[src/source/pdp8_macros.svh]
`ifndef PDP8_MACROS_SVH
`define PDP8_MACROS_SVH

`define WORD_W          12
`define MEM_DEPTH       4096

// auto-index locations on page zero
`define AUTOINDEX_BASE  12'o0010
`define AUTOINDEX_TOP   12'o0017

`define REG_SR          5'h00
`define REG_CMD         5'h04  // write only
`define REG_ADDR        5'h08
`define REG_DATA        5'h0C
`define REG_STATUS      5'h10
`define REG_AC          5'h14

`endif

[src/source/pdp8_pkg.sv]
`default_nettype none

`include "pdp8_macros.svh"

package pdp8_pkg;

  typedef enum logic [3:0] {
    H0, H1,
    F0, FW, F1, F2,
    D0, DW, D1, D2,
    E0, EW, E1, E2
  } major_state_e;

  typedef enum logic [2:0] {
    AND, TAD, ISZ, DCA, JMS, JMP, IOT, OPR
  } opcode_e;

  typedef struct packed {
    logic               load_addr;
    logic               deposit;
    logic               examine;
    logic               start;
    logic               halt;
    logic [`WORD_W-1:0] sr;         // switch register
  } panel_cmd_t;

  typedef struct packed {
    opcode_e op;
    logic    indirect;
    logic    index;                   // pointer is an auto-index location
    logic    isz_skip;
  } decode_t;

  typedef struct packed {
    logic [`WORD_W-1:0] addr;
    logic [`WORD_W-1:0] wdata;
    logic               we;
  } mem_bus_t;

endpackage

`default_nettype wire

[src/source/memory_address.sv]
`default_nettype none
`timescale 1ns/1ps

`include "pdp8_macros.svh"

module memory_address (
  input  logic                    clk,
  input  logic                    reset,
  input  pdp8_pkg::major_state_e  state,
  input  pdp8_pkg::panel_cmd_t    cmd,
  input  logic [`WORD_W-1:0]      rdata,
  input  logic [`WORD_W-1:0]      ac,
  input  logic                    skip,
  output pdp8_pkg::mem_bus_t      mem,
  output logic [`WORD_W-1:0]      addr,
  output logic [`WORD_W-1:0]      mdata,
  output logic [`WORD_W-1:0]      instruction,
  output pdp8_pkg::decode_t       dec
);

  logic [`WORD_W-1:0] pc;
  logic [`WORD_W-1:0] next_pc;
  logic [`WORD_W-1:0] skip_pc;
  logic [`WORD_W-1:0] eff_addr;
  logic               index;
  logic               pend_load;
  logic               pend_dep;
  logic               pend_exam;

  // page zero or current page
  assign eff_addr = {instruction[7] ? pc[11:7] : 5'b00000, instruction[6:0]};

  always_comb begin
    dec.op       = pdp8_pkg::opcode_e'(instruction[11:9]);
    dec.indirect = instruction[8];
    dec.index    = index;
    dec.isz_skip = (dec.op == pdp8_pkg::ISZ) && (mdata == '1);
  end

  always_comb begin
    mem.addr  = addr;
    mem.we    = 1'b0;
    mem.wdata = mdata + 1'b1;  // auto-index and isz
    case (state)
      pdp8_pkg::D1: mem.we = index;
      pdp8_pkg::E1: begin
        case (dec.op)
          pdp8_pkg::ISZ: mem.we = 1'b1;
          pdp8_pkg::DCA: begin
            mem.we    = 1'b1;
            mem.wdata = ac;
          end
          pdp8_pkg::JMS: begin
            mem.we    = 1'b1;
            mem.wdata = next_pc;  // return address
          end
          default: ;
        endcase
      end
      pdp8_pkg::H1: begin
        mem.we    = pend_dep && !pend_load;
        mem.wdata = cmd.sr;
      end
      default: ;
    endcase
  end

  always_ff @(posedge clk) begin
    if (reset) begin
      addr        <= '0;
      instruction <= 12'o7000;
      index       <= 1'b0;
      pend_load   <= 1'b0;
      pend_dep    <= 1'b0;
      pend_exam   <= 1'b0;
    end else begin
      case (state)
        pdp8_pkg::H0: begin
          pend_load <= cmd.load_addr;
          pend_dep  <= cmd.deposit;
          pend_exam <= cmd.examine;
        end
        pdp8_pkg::H1: begin
          if (pend_load) begin
            addr <= cmd.sr;
          end else if (pend_dep || pend_exam) begin
            addr <= addr + 1'b1;
          end
        end
        pdp8_pkg::FW: instruction <= rdata;
        pdp8_pkg::F2: begin
          if (dec.op inside {pdp8_pkg::IOT, pdp8_pkg::OPR}) begin
            addr <= skip ? skip_pc : next_pc;
          end else begin
            addr <= eff_addr;  // jmp lands here directly
          end
        end
        pdp8_pkg::D0: index <= addr inside {[`AUTOINDEX_BASE:`AUTOINDEX_TOP]};
        pdp8_pkg::D2: begin
          addr  <= mdata;  // pointer, already bumped when indexed
          index <= 1'b0;
        end
        pdp8_pkg::E2: addr <= (dec.op == pdp8_pkg::JMS) ? addr + 1'b1 : next_pc;
        default: ;
      endcase
    end
  end

  always_ff @(posedge clk) begin
    case (state)
      pdp8_pkg::H1: begin
        if (pend_dep && !pend_load) begin
          mdata <= cmd.sr;
        end else if (pend_exam && !pend_load) begin
          mdata <= rdata;
        end
      end
      pdp8_pkg::F0: pc <= addr;
      pdp8_pkg::FW: mdata <= rdata;
      pdp8_pkg::F1: begin
        next_pc <= pc + 12'd1;
        skip_pc <= pc + 12'd2;
      end
      pdp8_pkg::DW: mdata <= rdata;
      pdp8_pkg::D1: if (index) mdata <= mdata + 1'b1;
      pdp8_pkg::EW: mdata <= rdata;
      pdp8_pkg::E1: begin
        if (dec.op == pdp8_pkg::ISZ) begin
          mdata <= mdata + 1'b1;
          if (dec.isz_skip) next_pc <= skip_pc;
        end
      end
      default: ;
    endcase
  end

  // panel writes only follow a deposit strobe
  assert property (@(posedge clk) disable iff (reset)
    mem.we |-> state inside {pdp8_pkg::D1, pdp8_pkg::E1} ||
               (state == pdp8_pkg::H1 && $past(cmd.deposit)));

endmodule

`default_nettype wire

[config.mk]
export PLATFORM = sky130hd
export DESIGN_NAME = memory_address
export DESIGN_NICKNAME = d
export VERILOG_FILES = /design/src/source/pdp8_pkg.sv /design/src/source/memory_address.sv
export VERILOG_INCLUDE_DIRS = /design/src /design/src/source
export SDC_FILE = /design/constraint.sdc
export NUM_CORES = 1
export LEC_CHECK = 0
export BUFFER_PORTS_ARGS = -buffer_cell sky130_fd_sc_hd__clkbuf_2
export CORE_MARGIN = 1
export CORE_UTILIZATION = 38
export DETAILED_ROUTE_END_ITERATION = 10
export SLEW_MARGIN = 25
export SYNTH_ARGS = -nofsm -noshare
export SYNTH_HDL_FRONTEND = slang
export SYNTH_SLANG_ARGS = --single-unit
[constraint.sdc]
create_clock -name clk -period 3.1 [get_ports clk]
set_input_delay 0.465 -clock clk [delete_from_list [all_inputs] [get_ports clk]]
set_output_delay 0.465 -clock clk [all_outputs]
set_load 0.02 [all_outputs]
== Yosys cells after proc, flatten, opt, wreduce, memory -nomap -nowiden ==
Index checks and enable logic that the tools add are counted.

* Register bits: 76
* Word-level logic and storage cells: 76
* Input bits: 48
* Output and inout bits: 67

* Magnitude comparators: 2
* $add $sub $neg: 4
* Reductions and logical operators: 17
* Muxes and demuxes: 20
* Equal/unequal tests: 23

{| class="wikitable"
|+ Operators with widths
! operator !! number
|-
| $mux W12 || 11
|-
| $pmux W12 S4 || 2
|-
| $pmux W12 S2 || 3
|-
| $add A12 B1 Y12 const B || 3
|-
| $eq A4 B4 Y1 const B || 5
|-
| $eq A4 B3 Y1 const B || 4
|-
| $add A12 B2 Y12 const B || 1
|-
| $eq A12 B12 Y1 const B || 1
|-
| $ge A12 B4 Y1 const B || 1
|-
| $le A12 B4 Y1 const B || 1
|-
| $eq A3 B3 Y1 const B || 3
|-
| $eq A4 B2 Y1 const B || 2
|-
| $reduce_bool A4 Y1 || 2
|-
| $eq A3 B2 Y1 const B || 2
|-
| $ne A2 B2 Y1 const B || 3
|-
| $ne A3 B3 Y1 const B || 2
|-
| $reduce_bool A2 Y1 || 3
|-
| $reduce_or A3 Y1 || 2
|-
| $mux W5 || 1
|-
| $eq A4 B1 Y1 const B || 1
|-
| $logic_and A1 B1 Y1 || 4
|-
| $logic_not A4 Y1 || 1
|-
| $reduce_and A4 Y1 || 1
|-
| $pmux W1 S3 || 1
|-
| 6 further kinds || 6
|}

== Logic depth before layout (Yosys ltp) ==
* Depth after elaboration: 5
* Gate-level depth with buffers: 7

== Least setup slack after synthesis ==
No wires, ideal clock.

* Path kind: input-to-reg
* From: in state[2]
* To: reg mdata[0], enable pin
* Path slack: 0.517 ns
* Stages on the path: 6
* Data arrival time: 2.179 ns
* Buffers on the path: 2
* Setup time: 0.404 ns
* Data required time: 2.696 ns
* Cells stage by stage: buf_1 > buf_2 > nor2_1 > nor2_1 > nor2_1 > a311oi_1

* Longest elaborated chain between the ends: 4

{| class="wikitable"
|+ Ends and longest elaborated chain
! element !! line !! text
|-
| start: declaration || memory_address.sv:9 || <nowiki>input pdp8_pkg::major_state_e state,</nowiki>
|-
| $eq A4 B2 Y1 (tied with other cells) || memory_address.sv:110 || <nowiki>case (state)</nowiki>
|-
| $reduce_or A3 Y1 (no source line) || -- ||
|-
| $reduce_bool A4 Y1 (no source line) || -- ||
|-
| $reduce_and A4 Y1 (no source line) * || -- ||
|-
| end signal: assignment || memory_address.sv:113 || <nowiki>mdata <= cmd.sr;</nowiki>
|-
| end signal: assignment || memory_address.sv:115 || <nowiki>mdata <= rdata;</nowiki>
|-
| end signal: assignment || memory_address.sv:119 || <nowiki>pdp8_pkg::FW: mdata <= rdata;</nowiki>
|-
| end: declaration || memory_address.sv:16 || <nowiki>output logic [`WORD_W-1:0] mdata,</nowiki>
|}

Mark *: on every way between the ends. The rest lies on a longest branch, timed or not.
A chain may end at the register's enable or synchronous reset.

==> out/summary.txt <==
register area share after synthesis: 40.6%
post-synth cell types: 53
Die H: 116 um
Core ar.: 12,600 um2
pin count of the biggest net entering global routing: 29
Syn. warnings: 0
Root Buffer: clkbuf_16
CP required: 2630 ps
# IOs: 115
number of buffers created by CTS: 9
Antenna Nets Post-Route: 0
design area: 5890 um2
via/cell ratio: 5.88
dpl ws: 486 ps
CTS tree: yes
area share of the largest cell type after synthesis: 29.2%
status: completed
# nets final: 714
CTS hold repair buffers: 0
final hold slack: 366 ps
Util after Layout: 46.6%
Slew Limit Fails: 0
cell family with the largest share of critical-path delay: compound AO/OA/AOI/OAI gates
antenna violations before repair: 1
Final Hold Viols: 0
# setup viols final: 0
ys async rst share: 0%
CTS H-tree depth: 3
Least-Margin Pin Slew: 770 ps
area grow syn2layout: 19.3%
Area after DPL: 5600 um2
Syn Inst Count: 568
hold crit path type: input pin to flop
layout cells sized above 1: 23.1%
die area: 13,400 um2
min cycle time layout: 2710 ps
site row count: 41
Iter 0 DRT Violations: 513
clk sinks: 76
Routed Wire Length: 17,400 um
final RePlAce weighted congestion: 0.919
leak pwr: 2.28 nW
Pwr Density: 453 nW/um2
port bufs: 112
global-route wire length before repair: 25,800 um
wire per inst: 20.7 um
latest clock arrival within the worst-skew pair: 340 ps
Reg clk slew, reported paths: 60 ps
Setup crit start kind: flop
largest area contributor in the netlist: edfxtp_1
Mapped Avg Cell Area: 8.68 um2
deepest clock path buffer count: 2
Post-synth EDFFs: 48
WS Path Type: flop to output port
Synth Net Count: 621
top_reg_cell synth: edfxtp_1
Worst EP arrival: 2250 ps
CP Max Fanout: 9
DR DRC count: 0
GRT Overall Usage: 26.2%
worst-path cell chain: nor3b_4, nor2_1, a21oi_1, o221ai_1, clkbuf_2
DR vias: 4,936
router iterations before antenna repair: 8
CP endpoint kind: output port
Post-CTS Setup Inserts: 0
Worst path slowest cell: dfxtp_1
post-route setup slack: 389 ps
vias in the first global route: 4,441
Slew HR: 48.6%
RSZ-0062 raised after global routing: no
Initial Utilization: 39.1%
clk_skew: 7.86 ps
WP buf/inv: 1
die width: 116 um
number of max-cap violations: 0
area of the mapped netlist: 4930 um2
FF+latch count, synth: 76
total grt overflow: 0
Final TNS setup: 0 ps
hpwl dp: 13,400 um
dominant cells by area after synthesis: edfxtp_1, dfxtp_1, nand2_1
peak supply drop: 0.201 mV
fmax: 0.369 GHz
largest stage delay on the critical path: 510 ps
Period Utilization, post-route: 87.5%
PostCTS Resize Cnt: 0
[cells in the mapped netlist (7+ instances only)]
master,number
a211oi_1,7
a21oi_1,27
a221oi_1,10
a22oi_1,19
a311oi_1,10
buf_2,8
buf_4,18
clkbuf_1,22
dfxtp_1,28
edfxtp_1,48
inv_1,8
mux2i_1,13
nand2_1,86
nand3_1,22
nand4_1,8
nor2_1,57
nor3_1,8
o21ai_0,34
o21ai_1,14
o221ai_1,11
xnor2_1,16
xor2_1,23
[power breakdown]
part           internal, mW  switching [mW]
combinational         0.173           0.311
sequential             1.12          0.0727
clock                 0.545           0.443
total                  1.84           0.826
[through the flow]
stage               total power, mW  cells
floorplan                      1.50    568
global placement               1.68    822
detailed placement             1.68    822
CTS                            2.67    838
global route                   2.75    838
finish                         2.66    839
[area by class of cell]
cell class | count | area, um2
tap | 172 | 215
antenna | 1 | 2.50
clock inverter | 7 | 50.0
timing repair buffer | 132 | 711
clock buffer | 9 | 225
sequential | 76 | 2000
multi-input combinational | 434 | 2650
fill | 1291 | 6730
inverter | 8 | 30.0
[registers in the layout (all words and copies together), names as in the netlist]
register,flops
addr,12
index,1
instruction,12
mdata,12
next_pc,12
pc,12
pend_dep,1
pend_exam,1
pend_load,1
skip_pc,12
[worst min-delay path, cell delays in order]
cell and delay [ps]:
clkbuf_2 70, mux2i_1 60, nor2_1 70
[cells by family after synthesis]
logic type      count (synthesis)  share of synthesized area [%]
xor+xnor                       39                           6.93
compound gates                160                           21.7
fa+ha+maj                       5                           1.27
simple gates                  214                           19.8
flops                          76                           40.6
mux                            16                           3.55
buf+inv                        58                           6.14
[final timing paths]
check | start | end | slack (ps) | cells after the start
hold reg to reg | instruction[8]$_SDFFE_PP0P_ | instruction[8]$_SDFFE_PP0P_ | 470 | 2
hold / removal | cmd[14] | pend_exam$_SDFFE_PP0N_ | 370 | 3
setup / recovery | instruction[11]$_SDFFE_PP1P_ | mem[12] | 390 | 5
setup reg to reg | mdata[1]$_DFFE_PP_ | next_pc[10]$_DFFE_PP_ | 680 | 5
[cell usage in the layout (no fill, tap or decap), types with 20 or more instances in the layout]
cell | synthesis | layout
a21oi_1 | 27 | 27
nand3_1 | 22 | 22
nand2_1 | 86 | 86
nor2_1 | 57 | 57
clkbuf_2 | 0 | 112
dfxtp_1 | 28 | 28
buf_4 | 18 | 20
edfxtp_1 | 48 | 48
o21ai_0 | 34 | 34
xor2_1 | 23 | 23
[per-layer routing]
layer / vias to the layer above / GRT usage [%] / share of wire (%)
li1: 2272 / - / -
met1: 2287 / 36.2 / 42
met2: 327 / 39.7 / 44
met3: 50 / 6.17 / 11
met4: 0 / 10.3 / 3.3
met5: - / 0 / 0
Power figures use the tool's default switching activity.
