File: config.mk
export PLATFORM = sky130hd
export DESIGN_NAME = accumulator
export DESIGN_NICKNAME = d
export VERILOG_FILES = /design/src/source/pdp8_pkg.sv /design/src/source/accumulator.sv
export VERILOG_INCLUDE_DIRS = /design/src /design/src/source
export SDC_FILE = /design/constraint.sdc
export NUM_CORES = 1
export LEC_CHECK = 0
export BUFFER_PORTS_ARGS = -buffer_cell sky130_fd_sc_hd__buf_2
export CORE_UTILIZATION = 55
export DETAILED_ROUTE_END_ITERATION = 8
export PLACE_DENSITY = 0.8
export SKIP_LAST_GASP = 1
export SLEW_MARGIN = 10
export SYNTH_ARGS = -nofsm -noshare
export SYNTH_HDL_FRONTEND = slang
export SYNTH_SLANG_ARGS = --single-unit
File: constraint.sdc
create_clock -name clk -period 3.6 [get_ports clk]
set_clock_uncertainty 0.1 [all_clocks]
set_input_delay 0.72 -clock clk [delete_from_list [all_inputs] [get_ports clk]]
set_output_delay 0.72 -clock clk [all_outputs]
set_load 0.005 [all_outputs]
File: src/source/pdp8_macros.svh
`ifndef PDP8_MACROS_SVH
`define PDP8_MACROS_SVH

`define WORD_W          12
`define MEM_DEPTH       4096

// auto-index locations on page zero
`define AUTOINDEX_BASE  12'o0010
`define AUTOINDEX_TOP   12'o0017

`define REG_SR          5'h00
`define REG_CMD         5'h04  // write only
`define REG_ADDR        5'h08
`define REG_DATA        5'h0C
`define REG_STATUS      5'h10
`define REG_AC          5'h14

`endif

File: src/source/pdp8_pkg.sv
`default_nettype none

`include "pdp8_macros.svh"

package pdp8_pkg;

  typedef enum logic [3:0] {
    H0, H1,
    F0, FW, F1, F2,
    D0, DW, D1, D2,
    E0, EW, E1, E2
  } major_state_e;

  typedef enum logic [2:0] {
    AND, TAD, ISZ, DCA, JMS, JMP, IOT, OPR
  } opcode_e;

  typedef struct packed {
    logic               load_addr;
    logic               deposit;
    logic               examine;
    logic               start;
    logic               halt;
    logic [`WORD_W-1:0] sr;         // switch register
  } panel_cmd_t;

  typedef struct packed {
    opcode_e op;
    logic    indirect;
    logic    index;                   // pointer is an auto-index location
    logic    isz_skip;
  } decode_t;

  typedef struct packed {
    logic [`WORD_W-1:0] addr;
    logic [`WORD_W-1:0] wdata;
    logic               we;
  } mem_bus_t;

endpackage

`default_nettype wire

File: src/source/accumulator.sv
`default_nettype none
`timescale 1ns/1ps

`include "pdp8_macros.svh"

module accumulator (
  input  logic                    clk,
  input  logic                    reset,
  input  pdp8_pkg::major_state_e  state,
  input  logic [`WORD_W-1:0]      instruction,
  input  logic [`WORD_W-1:0]      mdata,
  output logic [`WORD_W-1:0]      ac,
  output logic                    link,
  output logic                    skip,
  output logic                    halt_op
);

  pdp8_pkg::opcode_e  op;
  logic               grp1;
  logic               grp2;
  logic               cond;
  logic [`WORD_W-1:0] g1_ac;
  logic               g1_link;

  assign op   = pdp8_pkg::opcode_e'(instruction[11:9]);
  assign grp1 = (op == pdp8_pkg::OPR) && !instruction[8];
  assign grp2 = (op == pdp8_pkg::OPR) && instruction[8] && !instruction[0];

  // group 1 sequence, clear then complement then increment
  always_comb begin
    g1_ac   = instruction[7] ? '0 : ac;
    g1_link = instruction[6] ? 1'b0 : link;
    if (instruction[5]) g1_ac = ~g1_ac;
    if (instruction[4]) g1_link = ~g1_link;
    {g1_link, g1_ac} = {g1_link, g1_ac} + {{`WORD_W{1'b0}}, instruction[0]};
  end

  // sma sza snl, bit 3 reverses the sense
  assign cond = (instruction[6] && ac[`WORD_W-1]) ||
                (instruction[5] && (ac == '0)) ||
                (instruction[4] && link);
  assign skip    = grp2 && (cond ^ instruction[3]);
  assign halt_op = grp2 && instruction[1];

  always_ff @(posedge clk) begin
    if (reset) begin
      ac   <= '0;
      link <= 1'b0;
    end else begin
      case (state)
        pdp8_pkg::F2: begin
          if (grp1) begin
            ac   <= g1_ac;
            link <= g1_link;
          end else if (grp2 && instruction[7]) begin
            ac <= '0;  // cla after the skip test
          end
        end
        pdp8_pkg::E1: begin
          if (op == pdp8_pkg::AND) begin
            ac <= ac & mdata;
          end else if (op == pdp8_pkg::TAD) begin
            {link, ac} <= {link, ac} + {1'b0, mdata};  // carry flips link
          end
        end
        pdp8_pkg::E2: if (op == pdp8_pkg::DCA) ac <= '0;
        default: ;
      endcase
    end
  end

endmodule

`default_nettype wire

Word level (Yosys, flattened, before mapping):

Index checks and enable logic that the tools add are counted.
Widths: inputs -> output; s select.

* register bits: 13
* input port bits: 30
* output and inout port bits: 15
* logic and storage cells: 53

* add/subtract/negate cells: 2
* equality and inequality tests: 12
* muxes and demuxes: 14
* bitwise operators: 4
* reduce and logical (&&, ||, !) cells: 19

Operators with widths (count)
* $mux 12: 7
* $pmux 12 s3: 1
* $add 13x1->13: 1
* $add 13x12->13: 1
* $and 12x12->12: 1
* $logic_not 12->1: 1
* $not 12->12: 1
* $logic_and 1x1->1: 9
* $eq 4x4->1 const B: 2
* $ne 2x2->1 const B: 4
* $reduce_and 4->1: 2
* $ne 3x3->1 const B: 2
* $mux 1: 5
* $eq 4x3->1 const B: 1
* $eq 3x1->1 const B: 1
* $eq 3x2->1 const B: 1
* $eq 3x3->1 const B: 1
* $logic_not 3->1: 1
* $reduce_bool 3->1: 1
* $logic_not 1->1: 2
* $logic_or 1x1->1: 2
* $pmux 1 s2: 1
* $reduce_bool 2->1: 1
* $not 1->1: 1
* $xor 1x1->1: 1

Logic depth before layout (Yosys ltp):

* depth in word-level cells: 7
* depth in mapped cells: 13
* depth with buffers taken out: 11

Worst setup path before layout:

OpenSTA, ideal clock, no wires.

* kind: input -> register
* start: input instruction[7]
* end: register ac[10]
* setup time: 0.074 ns
* arrival: 3.029 ns
* data required time: 3.426 ns
* setup slack: 0.397 ns
* stages on the path: 13
* buffers on the path: 2
* path through: buf_4 clkbuf_1 nor2b_1 xnor2_1 ha_1 ha_1 nand2b_1 mux2_2 a221o_1 mux2_4 nor2_2 o31ai_1 a31oi_1

* word-level cells in the longest chain between the ends: 6
* elaborated cells on any way between the ends: 9
* those cells by class: add/sub (1); eq/ne (1); mux (4); bitwise (1); reduce/logical (2)

Ends and longest elaborated chain
* from (decl): line accumulator.sv:10 `` input logic [`WORD_W-1:0] instruction, ``
* $mux 12: line accumulator.sv:31 `g1_ac = instruction[7] ? '0 : ac;`
* $not 12->12: line accumulator.sv:33 `if (instruction[5]) g1_ac = ~g1_ac;`
* $mux 12: line accumulator.sv:33
* $add 13x1->13: line accumulator.sv:35 `` {g1_link, g1_ac} = {g1_link, g1_ac} + {{`WORD_W{1'b0}}, instruction[0]}; ``
* $mux 12: line accumulator.sv:52 `if (grp1) begin`
* $pmux 12 s3: line accumulator.sv:50 `case (state)`
* to (signal assigned): line accumulator.sv:53 `ac <= g1_ac;`
* to (signal assigned): line accumulator.sv:61 `ac <= ac & mdata;`
* to (signal assigned): line accumulator.sv:63 `{link, ac} <= {link, ac} + {1'b0, mdata};`
* to (decl): line accumulator.sv:12 `` output logic [`WORD_W-1:0] ac, ``

Several ways; a longest one is shown, not always the timed one.
A chain may end at the register's enable or synchronous reset.

Final worst setup path:

Same ends and word-level chain as after synthesis.

==> impl_metrics.env <==
export IMPL_status="finished, final reports clean"
export IMPL_syn_area_um2=2110
export IMPL_p_sw_frac=0.331
export IMPL_grt_max_degree=25
export IMPL_firstDrtPassIters=5
export IMPL_antennaDiodeCount=0
export IMPL_rsz0062_at_grt="false"
export IMPL_fin_crit_ns=3.09
export IMPL_fin_setup_tns_ns=0
export IMPL_yosys_area_share_simple=0.291
export IMPL_pwr_share_comb=0.334
export IMPL_critPathCapture="ac[10]"
export IMPL_power_leakage_uw=0.000977
export IMPL_cts_buffer_depth=2
export IMPL_cpMaxStageDelayCell="a221o_1"
export IMPL_dieHeight_um=63.9
export IMPL_via_per_inst=6.23
export IMPL_numCtsBuffers=3
export IMPL_syn_avg_cell_area_um2=7.27
export IMPL_htree_levels=1
export IMPL_cpPeakStageDelay_ns=0.35
export IMPL_drive_above_1_share=0.193
export IMPL_syn_inst=290
export IMPL_slew_headroom=0.598
export IMPL_hold_class="reg -> reg"
export IMPL_start_util=0.576
export IMPL_dieArea_um2=4090
export IMPL_worst_slack_ns=0.506
export IMPL_numClockSinks=13
export IMPL_ir_worst_vdd_v=0.0000800
export IMPL_wirelength_um=5580
export IMPL_intPower_uw=288
export IMPL_cp_common_cell="ha_1"
export IMPL_clockPowerShare=0.308
export IMPL_crit_arrival_ns=3.12
export IMPL_fin_nets=372
export IMPL_setup_violations=0
export IMPL_post_drt_wl_per_cell_um=14.9
export IMPL_cts_tree="built"
export IMPL_maxClockFrequency_ghz=0.323
export IMPL_cp_max_fo=7
export IMPL_hold_viol=0
export IMPL_die_x_um=63.9
export IMPL_clk_pin_slew_ns=0.06
export IMPL_vias=2330
export IMPL_synth_seq_cells=13
export IMPL_rows=22
export IMPL_cp_end_kind="flip-flop"
export IMPL_syn_nets=335
export IMPL_drtIter0Drc=246
export IMPL_cts_hold_fix_buffers=0
export IMPL_whs_ns=0.465
export IMPL_reg2reg_from="ac[0]"
export IMPL_cap_violations=0
export IMPL_grt_pass1_wl_um=9570
export IMPL_cts_resized=0
export IMPL_yosysUniqueCellTypes=59
export IMPL_p_sw_uw=142
export IMPL_cp_required_ns=3.62
export IMPL_r2r_slack_ns=0.63
export IMPL_gp_congestion=0.892
export IMPL_r2r_end="ac[10]"
export IMPL_clockRootBuffer="clkbuf_8"
export IMPL_synth_main_ff_cell="dfxtp_1"
export IMPL_ys_seq_area_frac=0.123
export IMPL_postSynth_asyncResetShare=0
export IMPL_yosys_warnings=0
export IMPL_synthToLayoutAreaGrowth_pct=13.0
export IMPL_synth_fa_ha_area_frac=0.0926
export IMPL_crit_path_cell_trace="buf_2 -> nor2b_1 -> xnor2_1 -> ha_1 -> ha_1 -> nand2b_1 -> mux2_2 -> a221o_1 -> mux2_4 -> nor2_2 -> o31ai_1 -> a31oi_1"
export IMPL_drc=0
export IMPL_insertion_delay_ns=0.24
export IMPL_worstSetupStartpoint="instruction[7]"
export IMPL_tightest_slew_ns=0.603
export IMPL_synth_edf_count=0
export IMPL_ios=45
export IMPL_critPathLaunchType="input port"
export IMPL_synth_xor_area_share=0.0748
export IMPL_final_fill_count=347
export IMPL_place_ws_ns=0.261
export IMPL_crit_type="in -> reg"
export IMPL_grt_ovfl_total=0
export IMPL_muxShareOfSynthArea=0.0267
export IMPL_core_area_um2=3660
export IMPL_grt_use_total=0.289
export IMPL_antenna_found_initial=0
export IMPL_powerDensity_nw_per_um2=180
export IMPL_final_period_utilization=0.859
export IMPL_synth_compound_area_frac=0.334
export IMPL_seqPwrFrac=0.358
export IMPL_slew_viol_final=0
export IMPL_hpwlAfterDp_um=4340
export IMPL_synth_top_family_by_area="compound AO/OA/AOI/OAI gates"
export IMPL_post_cts_buffers=0
export IMPL_grt_pass1_vias=2038
export IMPL_reg2regPathDepth=11
export IMPL_port_buffers=43
export IMPL_ant_nets=0
stage by stage:
stage,util,instances,total power [uW],cell area [um^2]
floorplan,-,290,253,2110
global placement,0.638,370,295,2340
detailed placement,0.638,370,298,2340
CTS,0.651,374,431,2380
global route,0.651,374,456,2380
finish,0.651,374,430,2380
cells by family (layout without fill, tap and decap cells):
kind of cell / Yosys count / after routing
and+or+nand+nor: 115 / 115
AOI/OAI and AO/OA: 99 / 99
buffers and inverters: 25 / 61
xor gates and xnor gates: 18 / 18
adders and majority gates: 15 / 15
DFF: 13 / 13
muxes: 5 / 5
state kept, by name, indices dropped and copies added (netlist names):
signal  count
ac         12
link        1
power by group through the flow:
stage,Clock (uW),Combinational (uW),Sequential (uW)
floorplan,0,99.9,153
detailed placement,0,142,156
CTS,134,143,153
global placement,0,139,156
finish,132,144,154
global route,140,161,154
Yosys cell counts, types with 4 or more instances:
master | n | area (um^2)
clkbuf_1 | 8 | 30.0
a21o_1 | 5 | 37.5
o21a_1 | 4 | 30.0
a211oi_1 | 12 | 90.1
and3_1 | 4 | 25.0
nor2b_1 | 10 | 62.6
inv_1 | 7 | 26.3
nor4b_1 | 5 | 43.8
a22oi_1 | 4 | 30.0
a211o_1 | 7 | 61.3
nand3_1 | 8 | 40.0
a21oi_1 | 22 | 110
nand2_1 | 18 | 67.6
dfxtp_1 | 13 | 260
nand2b_1 | 10 | 62.6
xor2_1 | 4 | 35.0
nor2_1 | 31 | 116
xnor2_1 | 14 | 123
o21ai_0 | 13 | 65.1
and2_1 | 5 | 31.3
nor3_1 | 7 | 35.0
buf_2 | 4 | 20.0
ha_1 | 14 | 175
layer usage:
metal	track usage	vias to the layer above	routed length, um
li1	-	1161	-
met1	0.413	1079	2590
met2	0.471	85	2580
met3	0.0143	5	370
met4	0.0682	0	36
met5	0	-	0
worst max-delay path, delay by kind of cell:
kind,cells,cell delay [ns]
XOR/XNOR,1,0.16
multiplexers,2,0.54
AND/OR/NAND/NOR,3,0.24
adder cells (fa/ha/maj),2,0.55
AO/OA/AOI/OAI,3,0.78
buffers and inverters,1,0.12
worst min path at each step:
| stage | startpoint | endpoint | cells past startpoint |
|---|---|---|---|
| 6_report | link | link | 2 |
| 5_1_grt | link | link | 2 |
| 4_1_cts | link | link | 2 |
| 3_5_place_dp | link | link | 2 |
| 3_3_place_gp | link | link | 2 |
| 2_1_floorplan | ac[0] | ac[0] | 2 |
cell type report:
| class | count | area, um^2 | share of cell area |
|---|---|---|---|
| well taps | 48 | 60.1 | 0.0252 |
| multi-input cells | 252 | 1730 | 0.725 |
| clock buffers | 4 | 45.0 | 0.0189 |
| inverters | 8 | 30.0 | 0.0126 |
| repair buffers | 49 | 260 | 0.109 |
| flip-flops and latches | 13 | 260 | 0.109 |
cell usage in the layout (no fill, tap or decap), types with 4 or more instances in the layout:
cell | Yosys | final
a211o_1 | 7 | 7
a211oi_1 | 12 | 12
a21o_1 | 5 | 5
a21oi_1 | 22 | 22
a22oi_1 | 4 | 4
and2_1 | 5 | 5
and3_1 | 4 | 4
buf_2 | 4 | 43
buf_4 | 2 | 6
dfxtp_1 | 13 | 13
ha_1 | 14 | 14
inv_1 | 7 | 7
nand2_1 | 18 | 18
nand2b_1 | 10 | 10
nand3_1 | 8 | 8
nor2_1 | 31 | 31
nor2b_1 | 10 | 10
nor3_1 | 7 | 7
nor4b_1 | 5 | 5
o21a_1 | 4 | 4
o21ai_0 | 13 | 13
xnor2_1 | 14 | 14
xor2_1 | 4 | 4
Power figures use the tool's default switching activity.
