<file path="src/source/pdp8_macros.svh">
`ifndef PDP8_MACROS_SVH
`define PDP8_MACROS_SVH

`define WORD_W          12
`define MEM_DEPTH       4096

// auto-index locations on page zero
`define AUTOINDEX_BASE  12'o0010
`define AUTOINDEX_TOP   12'o0017

`define REG_SR          5'h00
`define REG_CMD         5'h04  // write only
`define REG_ADDR        5'h08
`define REG_DATA        5'h0C
`define REG_STATUS      5'h10
`define REG_AC          5'h14

`endif

</file>
<file path="src/source/pdp8_pkg.sv">
`default_nettype none

`include "pdp8_macros.svh"

package pdp8_pkg;

  typedef enum logic [3:0] {
    H0, H1,
    F0, FW, F1, F2,
    D0, DW, D1, D2,
    E0, EW, E1, E2
  } major_state_e;

  typedef enum logic [2:0] {
    AND, TAD, ISZ, DCA, JMS, JMP, IOT, OPR
  } opcode_e;

  typedef struct packed {
    logic               load_addr;
    logic               deposit;
    logic               examine;
    logic               start;
    logic               halt;
    logic [`WORD_W-1:0] sr;         // switch register
  } panel_cmd_t;

  typedef struct packed {
    opcode_e op;
    logic    indirect;
    logic    index;                   // pointer is an auto-index location
    logic    isz_skip;
  } decode_t;

  typedef struct packed {
    logic [`WORD_W-1:0] addr;
    logic [`WORD_W-1:0] wdata;
    logic               we;
  } mem_bus_t;

endpackage

`default_nettype wire

</file>
<file path="src/source/panel_apb.sv">
`default_nettype none
`timescale 1ns/1ps

`include "pdp8_macros.svh"

module panel_apb (
  input  logic                  clk,
  input  logic                  reset,
  input  logic [4:0]            paddr,
  input  logic                  psel,
  input  logic                  penable,
  input  logic                  pwrite,
  input  logic [31:0]           pwdata,
  output logic [31:0]           prdata,
  output logic                  pready,
  output logic                  pslverr,
  output pdp8_pkg::panel_cmd_t  cmd,
  input  logic                  running,
  input  logic [`WORD_W-1:0]    addr,
  input  logic [`WORD_W-1:0]    mdata,
  input  logic [`WORD_W-1:0]    ac,
  input  logic                  link
);

  logic access;
  logic wr_sr;
  logic wr_cmd;
  logic refuse;
  logic cmd_ok;

  assign access = psel && penable;
  assign wr_sr  = access && pwrite && (paddr == `REG_SR);
  assign wr_cmd = access && pwrite && (paddr == `REG_CMD);

  // anything but halt is refused while the machine runs
  assign refuse = wr_cmd && running && (|pwdata[3:0]);
  assign cmd_ok = wr_cmd && !running;

  assign pready  = 1'b1;
  assign pslverr = refuse;

  always_ff @(posedge clk) begin
    if (reset) begin
      cmd <= '0;
    end else begin
      cmd.load_addr <= cmd_ok && pwdata[0];  // one-cycle strobes
      cmd.deposit   <= cmd_ok && pwdata[1];
      cmd.examine   <= cmd_ok && pwdata[2];
      cmd.start     <= cmd_ok && pwdata[3];
      cmd.halt      <= wr_cmd && !refuse && pwdata[4];
      if (wr_sr) begin
        cmd.sr <= pwdata[`WORD_W-1:0];
      end
    end
  end

  // lamps
  always_comb begin
    case (paddr)
      `REG_SR:     prdata = 32'(cmd.sr);
      `REG_ADDR:   prdata = 32'(addr);
      `REG_DATA:   prdata = 32'(mdata);
      `REG_STATUS: prdata = 32'(running);
      `REG_AC:     prdata = 32'({link, ac});
      default:     prdata = '0;
    endcase
  end

  // an error response ends a proper setup then access sequence
  assert property (@(posedge clk) disable iff (reset)
    pslverr |-> psel && penable && $past(psel && !penable));

endmodule

`default_nettype wire

</file>
<file path="config.mk">
export PLATFORM = sky130hd
export DESIGN_NAME = panel_apb
export DESIGN_NICKNAME = d
export VERILOG_FILES = /design/src/source/pdp8_pkg.sv /design/src/source/panel_apb.sv
export VERILOG_INCLUDE_DIRS = /design/src /design/src/source
export SDC_FILE = /design/constraint.sdc
export NUM_CORES = 1
export LEC_CHECK = 0
export ABC_AREA = 0
export BUFFER_PORTS_ARGS = -buffer_cell sky130_fd_sc_hd__buf_2
export CAP_MARGIN = 20
export CELL_PAD_IN_SITES_DETAIL_PLACEMENT = 0
export CELL_PAD_IN_SITES_GLOBAL_PLACEMENT = 2
export CORE_AREA = 3 3 92 94
export DETAILED_ROUTE_END_ITERATION = 6
export DIE_AREA = 0 0 95 97
export GPL_TIMING_DRIVEN = 0
export MAX_ROUTING_LAYER = met4
export PLACE_DENSITY_LB_ADDON = 0.1
export SLEW_MARGIN = 20
export SYNTH_ARGS = -nofsm -noshare
export SYNTH_HDL_FRONTEND = slang
export SYNTH_SLANG_ARGS = --single-unit
</file>
<file path="constraint.sdc">
create_clock -name clk -period 1.2 [get_ports clk]
set_input_delay 0 -clock clk [delete_from_list [all_inputs] [get_ports clk]]
set_output_delay 0 -clock clk [all_outputs]
set_load 0.01 [all_outputs]
</file>
Word level (Yosys, flattened, before mapping)

Index checks and enable logic that the tools add are counted.

Output and inout port bits: 51
Logic and storage cells: 29
Bits of input ports: 80
Register bits: 17

Mux-type cells: 1
Reduce and logical (&&, ||, !) cells: 17
Equal/unequal tests: 5

Operator list:

| operator                                      | count |
|---|---|
| one-hot mux 13 bit (5 select lines)           | 1 |
| logical AND 1 bit                             | 13 |
| == test 5 x 4 -> 1 bit, second input constant | 2 |
| == test 5 bit, second input constant          | 2 |
| == test 5 x 3 -> 1 bit, second input constant | 1 |
| zero test 5 bit                               | 1 |
| OR reduction 4 bit                            | 1 |
| zero test 1 bit                               | 2 |

Longest topological paths before layout

Depth in word-level cells: 8
Depth in mapped cells: 5
Gate-level depth less buffers: 3

Worst setup path after synthesis

No wires, ideal clock.

Path type: in2reg
Start: in paddr[2]
End: reg cmd[11] (netlist bit)
Required time: 1128 ps
Arrival: 1065 ps
Buffers on the path: 2
Stages on the path: 5
Library setup time: 72 ps
Slack: 64 ps
Cell sequence: buf_4 or4_4 nor2_4 buf_12 mux2i_1

Longest elaborated chain between the ends: 2

Ends and longest elaborated chain:

| element            | RTL line        | RTL |
|---|---|---|
| start: declaration | panel_apb.sv:9  | `input logic [4:0] paddr,` |
| zero test 5 bit    | -               |  |
| logical AND 1 bit  | panel_apb.sv:32 | `` assign wr_sr = access && pwrite && (paddr == `REG_SR); `` |
| end: declaration   | panel_apb.sv:17 | `output pdp8_pkg::panel_cmd_t cmd,` |

No other way between the ends.
A chain may end at the register's enable or synchronous reset.

Final worst setup path

Start: in paddr[4]
End: out prdata[5]

Longest elaborated chain between the ends: 2
Elaborated cells on any way between the ends: 6
Those cells by class: eq/ne: 4; mux: 1; reduce/logical: 1

Ends and longest elaborated chain:

| element                                 | RTL line        | RTL |
|---|---|---|
| == test 5 bit (tied with other cells)   | panel_apb.sv:59 | `case (paddr)` |
| one-hot mux 13 bit (5 select lines) (*) | panel_apb.sv:59 |  |
| end: declaration                        | panel_apb.sv:14 | `output logic [31:0] prdata,` |

Mark *: on every way between the ends. The rest lies on a longest branch, timed or not.

==> results_tabular.tex <==
\begin{tabular}{lr}
\hline
Metric & Value \\
\hline
\multicolumn{2}{l}{\textbf{Critical path}} \\
\quad Worst setup startpoint & paddr[4] \\
\quad Family with the most delay on the worst path & simple AND/OR/NAND/NOR gates \\
\quad Largest incremental delay on the critical path & $\sim$580 ps \\
\quad FF-to-FF path depth & 2 \\
\quad Cell with the largest stage delay on the worst path & sky130\_fd\_sc\_hd\_\_or4b\_4 \\
\quad Number of cells on the critical path & 6 \\
\quad List of cells traversed by the critical path & buf\_12 > or4b\_4 > clkbuf\_16 > nor2\_4 > a221o\_1 > buf\_2 \\
\quad Element type at the critical path start & input port \\
\quad WS Path Type & input port to primary output \\
\quad Data required, critical path & between 1000 and 1500 ps \\
\quad Type of destination of the critical path & primary output \\
\quad Buffer and inverter count on the worst path & 3 \\
\quad WP data arrival & approximately 1200 ps \\
\quad Crit Path Max Fanout & 6 \\
\quad Worst r2r src & cmd[1] \\
\multicolumn{2}{l}{\textbf{Detailed routing}} \\
\quad Drt total wl & approximately 4900 microns \\
\quad Detail-routed net length per standard cell & approximately 14 microns \\
\quad First DRT Iteration DRCs & 12 \\
\quad DRC & 0 \\
\quad Number of detailed-routing iterations run before antenna repair & 4 \\
\quad Final antenna-violating net count & 0 \\
\quad Number of vias per cell & 3.77 \\
\quad Routed via count & roughly 1400 \\
\multicolumn{2}{l}{\textbf{Clock tree}} \\
\quad Number of clock sinks & 17 \\
\quad CTS root buf & sky130\_fd\_sc\_hd\_\_clkbuf\_8 \\
\quad TritonCTS Buffers & 3 \\
\quad Clock Pin Slew Worst Setup and Hold Paths & $\sim$70 ps \\
\quad H-tree depth & 1 \\
\quad TritonCTS clock tree & done \\
\quad Later-pin clock latency in the skew report & $\sim$250 ps \\
\quad Maximum buffer depth of the clock tree & 2 \\
\multicolumn{2}{l}{\textbf{Floorplan}} \\
\quad Placeable core region & a little under 8000 sq um \\
\quad Initial cell density of the core & 0.167 \\
\quad Count of pins on the block boundary & approximately 130 \\
\quad Standard-cell row count & 32 \\
\quad Horizontal die dimension & roughly 95 microns \\
\quad Die extent in y & 97 microns \\
\quad Die outline area & between 9000 and 10000 sq um \\
\multicolumn{2}{l}{\textbf{Cells and area}} \\
\quad Top flop regs & cmd: 17 flops \\
\quad Flip-flop count of the largest register, all copies and words added & 17 \\
\quad Number of antenna cells inserted & 0 \\
\quad Non-filler instance count after layout & 362 \\
\quad Fraction of layout instances using a drive strength above 1 & 0.565 \\
\quad Total number of nets in the final design & 341 \\
\quad Area grow syn2layout & 74.0\% \\
\quad Register name with the most flops & cmd \\
\multicolumn{2}{l}{\textbf{Timing}} \\
\quad Max Clock Skew & 0 ps \\
\quad Number of slew-limit violations in the final report & 0 \\
\quad Fraction of the cycle the final worst path needs & 0.997 \\
\quad Maximum clock frequency & 836 MHz \\
\quad Final Setup Violations & 0 \\
\quad Setup repair after global routing missed its margin & true \\
\quad Number of endpoints with negative hold slack in the final report & 0 \\
\quad Worst Setup Slack, final & about 4.1 ps \\
\quad Slew at the pin closest to its max-slew limit & around 500 ps \\
\quad Relative slew slack & 0.653 \\
\quad Minimum clock period & 1200 ps \\
\multicolumn{2}{l}{\textbf{Logic synthesis}} \\
\quad Count of flip-flops with a built-in enable after synthesis & 0 \\
\quad Fraction of post-synthesis cell area in the top cell type by area & 0.264 \\
\quad Synth Instances & roughly 140 \\
\quad Commonest cells in the synthesized netlist & 24 x sky130\_fd\_sc\_hd\_\_mux2i\_1, 24 x sky130\_fd\_sc\_hd\_\_nand2b\_1, 21 x sky130\_fd\_sc\_hd\_\_buf\_4, 17 x sky130\_fd\_sc\_hd\_\_dfxtp\_1, 13 x sky130\_fd\_sc\_hd\_\_nor2\_1 \\
\quad Register bit total from synthesis & 17 \\
\quad Average cell area after synthesis & around 9.0 sq um \\
\quad Mapped Area & approximately 1300 sq um \\
\quad Post-synthesis cell type with the largest combined area & sky130\_fd\_sc\_hd\_\_dfxtp\_1 \\
\quad Count of different cell masters after synthesis & 28 \\
\quad Sequential element share of the synthesized area & 0.264 \\
\quad Primary flip-flop cell chosen by synthesis mapping & sky130\_fd\_sc\_hd\_\_dfxtp\_1 \\
\quad Async S/R FF share, synth & 0 \\
\quad Yosys warning count & 0 \\
\quad Area contributors post-synth & sky130\_fd\_sc\_hd\_\_dfxtp\_1 26\%, sky130\_fd\_sc\_hd\_\_mux2i\_1 19\%, sky130\_fd\_sc\_hd\_\_buf\_4 12\%, sky130\_fd\_sc\_hd\_\_nand2b\_1 12\%, sky130\_fd\_sc\_hd\_\_a221o\_1 7.8\% \\
\multicolumn{2}{l}{\textbf{Run status}} \\
\quad Outcome & finished clean \\
\multicolumn{2}{l}{\textbf{GRT}} \\
\quad Global-route wire length before repair & just over 7000 microns \\
\quad Vias in the first global route & between 1000 and 1500 \\
\quad Combined global-route utilization of all metal layers & 0.102 \\
\quad Number of antenna violations at the first check in global routing & 0 \\
\quad Pin count of the biggest net entering global routing & 11 \\
\quad Final global-route overflow total & 0 \\
\multicolumn{2}{l}{\textbf{Worst hold path}} \\
\quad Hold WC Path Type & input port to register \\
\quad Beginning of the worst hold path & pwdata[10] \\
\quad Number of stages on the worst hold path & 3 \\
\multicolumn{2}{l}{\textbf{Placement}} \\
\quad Final Wtd Congestion & 0.699 \\
\quad DP HPWL & 4060 microns \\
\quad Cell count after placement & about 350 \\
\quad Port Buffer Count & 89 \\
\quad Setup slack after placement & -349 ps \\
\multicolumn{2}{l}{\textbf{Pwr}} \\
\quad Leakage component of the power & 1.08 nW \\
\quad Power per unit of standard cell area & approximately 630 nW/um\^{}2 \\
\quad Max VDD drop & around 0.33 mV \\
\multicolumn{2}{l}{\textbf{Run}} \\
\quad Reported max-cap violation count & 0 \\
\hline
\end{tabular}
==> where the power goes <==
part / switching (mW) / internal, mW / leakage, nW
Clock: 0.193 / 0.235 / 0.0228
Combinational: 0.187 / 0.223 / 0.921
Sequential: 0.000991 / 0.565 / 0.138
Total: 0.382 / 1.02 / 1.08
==> tightest hold or removal path: cells and delay by family <==
family | cells | cell delay (ps)
buf+inv | 1 | 90
mux | 1 | 60
simple gates | 1 | 60
==> final cells by class <==
class                           instances  area, sq um
Fill cell                             843         5480
Multi-Input combinational cell        117          940
Timing Repair Buffer                   95          567
Sequential cell                        17          343
Buffer                                 27          225
Tap cell                              102          128
Clock buffer                            4         45.0
==> per-stage QoR <==
step | power, mW | utilization | hold slack [ps] | setup TNS [ps] | area (sq um)
2_1_floorplan | 0.765 | - | 54.1 | 0 | 1360
3_3_place_gp | 0.918 | 0.250 | 255 | -5910 | 1930
3_5_place_dp | 0.917 | 0.250 | 267 | -5420 | 1930
4_1_cts | 1.38 | 0.269 | 5.10 | 0 | 2080
5_1_grt | 1.48 | 0.291 | 10.6 | -124 | 2250
6_report | 1.40 | 0.291 | 8.39 | 0 | 2250
==> what timing repair did <==
item,4_1_cts,5_1_grt
buffers inserted,2,2
pin swaps,3,12
gates resized for setup,17,36
cloned,0,1
setup endpoints to repair,12,12
hold buffers,1,0
hold endpoints to repair,1,0
==> cells by family (layout without fill, tap and decap cells) <==
logic type,count (synthesis),in the layout,synth area share
flops,17,17,0.264
compound gates,13,13,0.0969
mux,25,25,0.195
other cells,2,20,0.00582
simple gates,59,59,0.285
buf+inv,27,126,0.154
==> layout by cell type (no fill, tap or decap), types with 5 or more instances in the layout <==
cell | synthesis | routed
sky130_fd_sc_hd__buf_4 | 21 | 23
sky130_fd_sc_hd__nand2b_1 | 24 | 24
sky130_fd_sc_hd__nor3b_1 | 6 | 5
sky130_fd_sc_hd__dfxtp_1 | 17 | 15
sky130_fd_sc_hd__nor2_4 | 2 | 12
sky130_fd_sc_hd__buf_2 | 2 | 84
sky130_fd_sc_hd__a221o_1 | 10 | 10
sky130_fd_sc_hd__conb_1 | 2 | 20
sky130_fd_sc_hd__mux2i_1 | 24 | 20
==> worst paths after layout <==
kind / endpoint / slack (ps)
worst max-delay path: prdata[5] / 4
worst min-delay path: cmd[10] / 8
worst max register to register: cmd[1] / 540
worst min register to register: cmd[11] / 490
==> routing by layer <==
metal,vias to the layer above,share of wire,GRT usage,wire length [microns]
li1,706,-,-,-
met1,590,0.43,0.131,2140
met2,63,0.48,0.166,2340
met3,4,0.079,0.0124,392
met4,0,0.011,0.0300,54
met5,-,0,-,0
Power figures use the tool's default switching activity.
