<file path="config.mk">
export PLATFORM = sky130hd
export DESIGN_NAME = major_state_seq
export DESIGN_NICKNAME = d
export VERILOG_FILES = /design/src/source/pdp8_pkg.sv /design/src/source/major_state_seq.sv
export VERILOG_INCLUDE_DIRS = /design/src /design/src/source
export SDC_FILE = /design/constraint.sdc
export NUM_CORES = 1
export LEC_CHECK = 0
export ABC_AREA = 1
export BUFFER_PORTS_ARGS = -buffer_cell sky130_fd_sc_hd__buf_2
export CORE_AREA = 2 2 39 41
export DETAILED_ROUTE_END_ITERATION = 7
export DIE_AREA = 0 0 41 43
export HOLD_SLACK_MARGIN = 0.06
export PLACE_DENSITY = 0.71
export SETUP_SLACK_MARGIN = 0.3
export SYNTH_ARGS = -nofsm -noshare
export SYNTH_HDL_FRONTEND = slang
export SYNTH_SLANG_ARGS = --single-unit
</file>
<file path="constraint.sdc">
create_clock -name clk -period 1 [get_ports clk]
set_input_delay 0.05 -clock clk [delete_from_list [all_inputs] [get_ports clk]]
set_output_delay 0.05 -clock clk [all_outputs]
set_load 0.03 [all_outputs]
</file>
<file path="src/source/pdp8_macros.svh">
`ifndef PDP8_MACROS_SVH
`define PDP8_MACROS_SVH

`define WORD_W          12
`define MEM_DEPTH       4096

// auto-index locations on page zero
`define AUTOINDEX_BASE  12'o0010
`define AUTOINDEX_TOP   12'o0017

`define REG_SR          5'h00
`define REG_CMD         5'h04  // write only
`define REG_ADDR        5'h08
`define REG_DATA        5'h0C
`define REG_STATUS      5'h10
`define REG_AC          5'h14

`endif

</file>
<file path="src/source/pdp8_pkg.sv">
`default_nettype none

`include "pdp8_macros.svh"

package pdp8_pkg;

  typedef enum logic [3:0] {
    H0, H1,
    F0, FW, F1, F2,
    D0, DW, D1, D2,
    E0, EW, E1, E2
  } major_state_e;

  typedef enum logic [2:0] {
    AND, TAD, ISZ, DCA, JMS, JMP, IOT, OPR
  } opcode_e;

  typedef struct packed {
    logic               load_addr;
    logic               deposit;
    logic               examine;
    logic               start;
    logic               halt;
    logic [`WORD_W-1:0] sr;         // switch register
  } panel_cmd_t;

  typedef struct packed {
    opcode_e op;
    logic    indirect;
    logic    index;                   // pointer is an auto-index location
    logic    isz_skip;
  } decode_t;

  typedef struct packed {
    logic [`WORD_W-1:0] addr;
    logic [`WORD_W-1:0] wdata;
    logic               we;
  } mem_bus_t;

endpackage

`default_nettype wire

</file>
<file path="src/source/major_state_seq.sv">
`default_nettype none
`timescale 1ns/1ps

module major_state_seq (
  input  logic                    clk,
  input  logic                    reset,
  input  pdp8_pkg::panel_cmd_t    cmd,
  input  pdp8_pkg::decode_t       dec,
  input  logic                    halt_op,
  output pdp8_pkg::major_state_e  state,
  output logic                    running
);

  pdp8_pkg::major_state_e next_state;
  pdp8_pkg::major_state_e end_state;
  logic                   halt_req;
  logic                   exec_op;

  assign running = (state != pdp8_pkg::H0) && (state != pdp8_pkg::H1);

  // memory reference that needs the execute cycle
  assign exec_op = dec.op inside {pdp8_pkg::AND, pdp8_pkg::TAD, pdp8_pkg::ISZ,
                                  pdp8_pkg::DCA, pdp8_pkg::JMS};

  assign end_state = (halt_req || cmd.halt || halt_op) ? pdp8_pkg::H0 : pdp8_pkg::F0;

  always_comb begin
    next_state = state;
    case (state)
      pdp8_pkg::H0: begin
        if (cmd.start) begin
          next_state = pdp8_pkg::F0;
        end else if (cmd.load_addr || cmd.deposit || cmd.examine) begin
          next_state = pdp8_pkg::H1;
        end
      end
      pdp8_pkg::H1: next_state = pdp8_pkg::H0;
      pdp8_pkg::F0: next_state = pdp8_pkg::FW;
      pdp8_pkg::FW: next_state = pdp8_pkg::F1;
      pdp8_pkg::F1: next_state = pdp8_pkg::F2;
      pdp8_pkg::F2: begin
        if (dec.op inside {pdp8_pkg::IOT, pdp8_pkg::OPR}) begin
          next_state = end_state;
        end else if (dec.indirect) begin
          next_state = pdp8_pkg::D0;
        end else if (exec_op) begin
          next_state = pdp8_pkg::E0;
        end else begin
          next_state = end_state;  // direct jmp
        end
      end
      pdp8_pkg::D0: next_state = pdp8_pkg::DW;
      pdp8_pkg::DW: next_state = pdp8_pkg::D1;
      pdp8_pkg::D1: next_state = pdp8_pkg::D2;
      pdp8_pkg::D2: next_state = exec_op ? pdp8_pkg::E0 : end_state;
      pdp8_pkg::E0: next_state = pdp8_pkg::EW;
      pdp8_pkg::EW: next_state = pdp8_pkg::E1;
      pdp8_pkg::E1: next_state = pdp8_pkg::E2;
      pdp8_pkg::E2: next_state = end_state;
      default:      next_state = pdp8_pkg::H0;
    endcase
  end

  always_ff @(posedge clk) begin
    if (reset) begin
      state    <= pdp8_pkg::H0;
      halt_req <= 1'b0;
    end else begin
      state <= next_state;
      if (!running) begin
        halt_req <= 1'b0;
      end else if (cmd.halt) begin
        halt_req <= 1'b1;  // held until the instruction ends
      end
    end
  end

  assert property (@(posedge clk) disable iff (reset)
    !running |=> !running || (state == pdp8_pkg::F0 && $past(cmd.start)));

  // auto-index flag lives only inside the defer cycle
  assert property (@(posedge clk) disable iff (reset)
    dec.index |-> state inside {pdp8_pkg::DW, pdp8_pkg::D1, pdp8_pkg::D2});

endmodule

`default_nettype wire

</file>
# [Word-level counts from Yosys, hierarchy flattened]
# Cells that the tools add are included.
[op_classes] reduce_logical=11 n_bitwise=1 eq_ne=20 mux=7
[ops] op="4-bit case mux with 13 select lines" count=1
[ops] op="4-bit equality test (second input constant)" count=6
[ops] op="4-bit two-way mux" count=5
[ops] op="4-bit by 3-bit equality test with 1-bit output (second input constant)" count=4
[ops] op="3-bit equality test (second input constant)" count=3
[ops] op="4-bit by 2-bit equality test with 1-bit output (second input constant)" count=2
[ops] op="3-bit by 2-bit equality test with 1-bit output (second input constant)" count=2
[ops] op="5-bit nonzero test" count=1
[ops] op="4-bit logical NOT" count=1
[ops] op="1-bit logical OR" count=4
[ops] op="4-bit by 1-bit inequality test with 1-bit output (second input constant)" count=1
[ops] op="4-bit nonzero test" count=1
[ops] op="3-bit by 1-bit equality test with 1-bit output (second input constant)" count=1
[ops] op="3-bit logical NOT" count=1
[ops] op="3-bit inequality test (second input constant)" count=1
[ops] op="2-bit two-way mux" count=1
[ops] op="2-bit nonzero test" count=1
[ops] op="2-bit OR reduction" count=1
[ops] op="1-bit logical AND" count=1
[ops] op="1-bit NOT" count=1
[word_totals] reg_bits=5 input_bits=26 wordCells=41

# [Longest topological paths before layout]
# Gate-level depths: netlist of run 1.
[depth] ltp_word=7 depth_mapped=7 depth_no_buf=7

# [Worst setup path after synthesis of run 1]
# No wires, ideal clock.
[synth_timing] path_type="flip-flop to flip-flop" startpoint="register state[1]" endpoint="register state[3]" path_stages_with_launch=7 arrival_ps=1080 synth_period_minus_slack_ps=1192 t_required_ps=889 setup_time_ps=111 slack_ps=-192 cell_sequence="dfxtp_1 -> inv_2 -> nand2_2 -> nor2_4 -> and2_1 -> nor2_1 -> nor2_1"
[synth_via] elab_chain_len=2 elab_cells_between_ends=15 classes_between="13 x eq/ne; 1 x mux; 1 x reduce/logical"
[synth_lines] item="start: declaration" line_no="major_state_seq.sv:10" rtl="output pdp8_pkg::major_state_e state,"
[synth_lines] item="start signal: assignment" line_no="major_state_seq.sv:66" rtl="state <= pdp8_pkg::H0;"
[synth_lines] item="start signal: assignment" line_no="major_state_seq.sv:69" rtl="state <= next_state;"
[synth_lines] item="4-bit equality test, or another cell as far along" line_no="major_state_seq.sv:29" rtl="case (state)"
[synth_lines] item="4-bit case mux with 13 select lines or 3-bit inequality test (tied branches)"
# Parallel ways exist; a longest one is shown, timed or not.
# A chain may end at the register's enable or synchronous reset.

# [Final worst setup path of run 1]
[layout_timing] startpoint="register state[2]" endpoint="output running"
[layout_via] elab_chain_len=2 elab_cells_between_ends=3 classes_between="1 x eq/ne; 2 x reduce/logical"
[layout_lines] item="4-bit by 1-bit inequality test with 1-bit output or 4-bit nonzero test (tied branches)" line_no="major_state_seq.sv:19" rtl="assign running = (state != pdp8_pkg::H0) && (state != pdp8_pkg::H1);"
[layout_lines] item="1-bit logical AND *" line_no="major_state_seq.sv:19"
[layout_lines] item="end: declaration" line_no="major_state_seq.sv:11" rtl="output logic running"
# Every way passes the cells marked *; elsewhere a longest branch is shown, timed or not.

==> out/results.tsv, run 1 <==
metric	value	unit
outcome	complete, but fails checks	
failed_checks	setup timing	
slew_headroom	88.08	%
die_x	41	µm
rows	14	
setup_viol	6	
grt_pass1_vias	475	
drive_gt1_share	53.06	%
skew	0.0004786	ns
crit_arrival	1.02	ns
syn_area_per_cell	5.531	µm²
muxShareOfSynthArea	0	%
total_power	973.1	µW
synth_compound_area_share	8.197	%
cts-root-buf	clkbuf_4	
drt_first_pass_iters	4	
die_area	1763	µm²
p_leak	0.3283	nW
htree_levels	1	
dp_hpwl	764.1	µm
antenna_found_initial	0	
synth_area_leaders	dfxtp_1, nand2_1, nor2_1	
netlist_instances	69	
synth_seq_cells	5	
post-route-min-period	1.068	ns
nFillCells	131	
gr-total-overflow	0	
fin_nets	125	
grt_pass1_wl	1669	µm
crit_fanout	6	
die_h	43	µm
synth_edf_count	0	
yosys_warnings	0	
start_util	27.58	%
yosysTopAreaCellShare	26.23	%
setup_ws	-0.06816	ns
layout_commonest_cell	nand2_1	
drtIter0Drc	22	
grt_usage	13.94	%
layout_common_cells	nand2_1, nor2_1, buf_2, buf_6, buf_4	
clk_pin_slew	0.04	ns
syn-cell-area	381.6	µm²
fin_crit_sh	106.8	%
holdWs	0.02357	ns
hold_path_class	input port to flop	
synthFlopType	dfxtp_1	
yosys.cell_types.count	14	
crit_type	flop to output pin	
wl_per_cell	10.32	µm
synth_xor_area_share	0	%
hold_depth	2	
postSynth.asyncResetShare	0	%
hold_viol_final	0	
yosysSeqAreaShare	26.23	%
areaGrowthSynthToFinish	83.93	%
place.gp.congestion	0.7527	
clock_sinks	5	
cts_buffers	3	
crit_required	0.95	ns
drc_errors	0	
viasPerCell	5.009	
ir_drop	0.7165	mV
power_per_cell_area	1386	nW/µm²
clkLatencyLatePin	0.23	ns
core_area	1384	µm²
drv_cap	0	
cp-start-kind	flop	
grt_setup_unrepaired	yes	
reg2regPathDepth	7	
vias	571	
wl	1176	µm
cts_tree	built	
synth_top_family_by_area	simple AND/OR/NAND/NOR gates	
critPathSlowestCell	dfxtp_4	
num_antenna_cells	0	
critical_path.max_stage_delay	0.37	ns
maxSlewViolCount	0	
portBuffers	16	
crit_path_end_kind	output pin	
tightest_slew	0.1779	ns
path_cells	inv_4 -> nand2_4 -> nor2_4 -> inv_2 -> buf_6	
fmax	936.2	MHz
utilization	50.72	%
syn-num-nets	95	
grt_max_degree	9	
cts_buffer_depth	2	
synth_fa_ha_area_share	0	%
synth-simple-area-share	56.72	%
post-place-ws	-0.01532	ns
synth_top_cell_by_area	dfxtp_1	
pin_count	31	
antenna_left	0	
## layout make-up
cell class / count / area, µm² / share of cell area (%)
multi-input cells: 55 / 312.8 / 44.56
repair buffers: 25 / 186.4 / 26.56
flip-flops and latches: 5 / 115.1 / 16.40
inverters: 9 / 41.29 / 5.882
clock buffers: 4 / 26.28 / 3.743
well taps: 16 / 20.02 / 2.852
## path summary, 6_finish.rpt
path	startpoint	end	slack, ns
max	state[2]$_SDFFE_PP0P_	running	-0.07
min	reset	state[3]$_SDFFE_PP0P_	0.02
max reg2reg	state[0]$_SDFFE_PP0P_	state[3]$_SDFFE_PP0P_	-0.05
min reg2reg	halt_req$_SDFFE_PP0P_	halt_req$_SDFFE_PP0P_	0.57
## synth_stat cells, types with 2 or more instances
master,instances
and2_1,2
nor2_1,16
nand2_1,18
nand3_1,5
nor3_1,3
dfxtp_1,5
inv_2,3
o21ai_0,3
inv_1,6
a21oi_1,2
nand2_2,3
## routing by layer
metal | up-vias | wire [µm] | GRT usage, %
met3 | 4 | 73 | 1.571
met5 | - | 0 | 0
met2 | 23 | 658 | 21.25
li1 | 280 | - | -
met1 | 264 | 428 | 16.03
met4 | 0 | 15 | 12.00
## what timing repair did
| action | 4_1_cts | 5_1_grt |
|---|---|---|
| setup endpoints to repair | 10 | 10 |
| setup buffers | 5 | 4 |
| cloned | 0 | 0 |
| pin swaps | 3 | 9 |
| resized for setup | 16 | 13 |
| hold endpoints to repair | 5 | 4 |
## state kept, by name, indices dropped and copies added, names as in the netlist
| register | flops |
|---|---|
| state | 4 |
| halt_req | 1 |
## power breakdown
| group | switching [mW] | total [mW] | internal (mW) |
|---|---|---|---|
| clock | 0.0695 | 0.220 | 0.150 |
| sequential | 0.0500 | 0.279 | 0.228 |
| combinational | 0.258 | 0.475 | 0.217 |
## logic make-up after synthesis
kind of cell,after synthesis
compound gates,6
buf+inv,9
flops,5
simple gates,49
## per-stage QoR
step	cells	cell area (µm²)	setup TNS, ns
6_report	114	701.9	-0.2363
5_1_grt	114	701.9	-0.5066
4_1_cts	110	626.9	-0.1016
3_5_place_dp	101	516.7	-0.01532
3_3_place_gp	101	516.7	0
2_1_floorplan	69	416.7	0
## worst max-delay path, delay by kind of cell (launching register included)
| family | cells | cell delay, ns |
|---|---|---|
| buf+inv | 3 | 0.25 |
| flops | 1 | 0.37 |
| simple gates | 2 | 0.16 |
(Power assumes the default switching activity.)
==> run 2, diff against run 1 <==
--- a/config.mk
+++ b/config.mk
@@ -12,7 +12,7 @@
 export DETAILED_ROUTE_END_ITERATION = 7
 export DIE_AREA = 0 0 41 43
 export HOLD_SLACK_MARGIN = 0.06
-export PLACE_DENSITY = 0.71
+export PLACE_DENSITY = 0.69
 export SETUP_SLACK_MARGIN = 0.3
 export SYNTH_ARGS = -nofsm -noshare
 export SYNTH_HDL_FRONTEND = slang
==> constraint.sdc (replaced) <==
create_clock -name clk -period 1.1 [get_ports clk]
set_input_delay 0.055 -clock clk [delete_from_list [all_inputs] [get_ports clk]]
set_output_delay 0.055 -clock clk [all_outputs]
set_load 0.03 [all_outputs]
==> run 2 against run 1 <==
The run now ends clean. Final cell count down 1.8%. Die area unchanged. Flip-flop and latch count unchanged. Sequential power down 8.6%. Largest power group unchanged. Register-to-register slack better by 0.08 ns. Critical endpoint is now state[3]$_SDFFE_PP0P_.
==> out/results.tsv, run 2 (synthesized netlist as in run 1, its figures left out) <==
metric	value	unit	change
outcome	complete, no violations		
htree_levels	1		unchanged
grt_pass1_wl	1656	µm	-0.78%
fmax	935.1	MHz	
clock_sinks	5		unchanged
power_per_cell_area	1249	nW/µm²	-9.9%
place.gp.congestion	0.7397		-1.7%
die_h	43	µm	unchanged
grt_max_degree	9		unchanged
crit_type	flop to flop		
clkLatencyLatePin	0.24	ns	about the same
hold_viol_final	0		unchanged
cts_buffers	3		unchanged
drv_cap	0		unchanged
fin_nets	123		-1.6%
skew	0.0006521	ns	+0.0001735 ns
nFillCells	140		+6.9%
clk_pin_slew	0.04	ns	about the same
start_util	27.58	%	unchanged
areaGrowthSynthToFinish	75.74	%	
multiInputGateArea	301.5	µm²	-3.6%
hold_end	state[0]$_SDFFE_PP0P_		
grt_pass1_vias	485		+2.1%
timing.rr.end	state[3]$_SDFFE_PP0P_		
hold_depth	5		+3
ir_drop	0.6861	mV	-4.2%
setup_ws	0.03057	ns	+0.09873 ns
post-place-ws	0.1038	ns	+0.1191 ns
wl_met3	22	µm	-70%
crit_required	1.22	ns	+0.27 ns
setup_viol	0		-6
portBuffers	16		unchanged
wl_per_cell	9.348	µm	-9.4%
antenna_found_initial	0		unchanged
reg_top3	state: 4 flops, halt_req: 1 flops		
num_antenna_cells	0		unchanged
vias	523		-8.4%
pin_count	31		unchanged
grt_usage	14.03	%	+0.086 points
drt-met1-wl	431	µm	+0.70%
fin_crit_sh	97.22	%	
maxSlewViolCount	0		unchanged
crit_fanout	5		-1
antenna_left	0		unchanged
seq_area	115.1	µm²	unchanged
tightest_slew	0.1586	ns	-0.01925 ns
die_area	1763	µm²	unchanged
cts-root-buf	clkbuf_4		
layout_common_cells	nor2_1, nand2_1, buf_2		
grt_setup_unrepaired	yes		
drc_errors	0		unchanged
cts_buffer_depth	2		unchanged
post-route-min-period	1.069	ns	
regMostFlops	state		
p_leak	0.3136	nW	-4.5%
slew_headroom	89.37	%	+1.3 points
r2r_setup_slack	0.03	ns	+0.08 ns
reg2regPathDepth	6		-1
core_area	1384	µm²	unchanged
cts_tree	built		
dp_hpwl	770.4	µm	+0.82%
final_area	670.6	µm²	-4.5%
rows	14		unchanged
wl	1047	µm	-11%
drt_first_pass_iters	4		unchanged
met2_length	579	µm	-12%
placed_area	516.7	µm²	unchanged
crit_path_end_kind	flop		
drtIter0Drc	6		-73%
reg2reg_from	state[2]$_SDFFE_PP0P_		
drive_gt1_share	47.92	%	-5.1 points
largest_register_ffs	4		unchanged
top_layer	met4		
viasPerCell	4.670		-6.8%
hold_start	cmd[14]		
gr-total-overflow	0		unchanged
hold_path_class	input port to flop		
die_x	41	µm	unchanged
crit_arrival	1.19	ns	+0.17 ns
cp-start-kind	flop		
==> run 2: worst max path at each step <==
stage,start,endpoint,slack (ns),depth (start not counted)
after floorplan,state[3]$_SDFFE_PP0P_,state[0]$_SDFFE_PP0P_,0.14,6
after global placement,state[3]$_SDFFE_PP0P_,state[0]$_SDFFE_PP0P_,0.11,6
after detailed placement,state[3]$_SDFFE_PP0P_,state[0]$_SDFFE_PP0P_,0.10,6
after CTS,state[3]$_SDFFE_PP0P_,running,0.02,5
after global routing,state[3]$_SDFFE_PP0P_,state[3]$_SDFFE_PP0P_,-0.006,7
final,state[2]$_SDFFE_PP0P_,state[3]$_SDFFE_PP0P_,0.03,6
==> run 2: report_power, final <==
part | switching (mW) | internal (mW)
logic | 0.209 | 0.169
clock network | 0.0680 | 0.137
registers | 0.0473 | 0.208
==> run 2: metal layers <==
layer | up-vias | GRT usage, %
li1 | 275 | -
met1 | 238 | 14.70
met2 | 8 | 22.19
met3 | 2 | 2.094
met4 | 0 | 12.67
met5 | - | 0
==> run 2: worst max-delay path, stage by stage (launching register included) <==
cell	delay [ns]
dfxtp_4	0.36
buf_4	0.15
nand2_4	0.07
nor2_4	0.04
and2_1	0.14
nor2_1	0.13
nor2_1	0.06
==> run 2: metrics by stage <==
stage	setup TNS, ns	util [%]	total power, mW	hold slack [ns]	std cells
detailed placement	0	37.34	0.5328	0.2888	101
global route	-0.01065	48.46	0.9044	0.1806	112
floorplan	0	-	0.4526	0.1144	69
global placement	0	37.34	0.5283	0.2767	101
CTS	0	46.29	0.8255	0.1488	112
finish	0	48.46	0.8374	0.1534	112
==> run 2: timing repair <==
item                                    in CTS  in global routing
endpoints found under the setup margin      10                 10
hold endpoints to repair                     5                  0
setup buffers                                6                  0
hold buffers                                 1                  0
pin swaps                                    4                  7
resized for setup                           15                  9
==> run 2: cell type report <==
cell class	instances	share of cell area, %
inverters	9	6.157
clock buffers	4	3.918
multi-input cells	55	44.96
flip-flops and latches	5	17.16
well taps	16	2.985
repair buffers	23	24.81
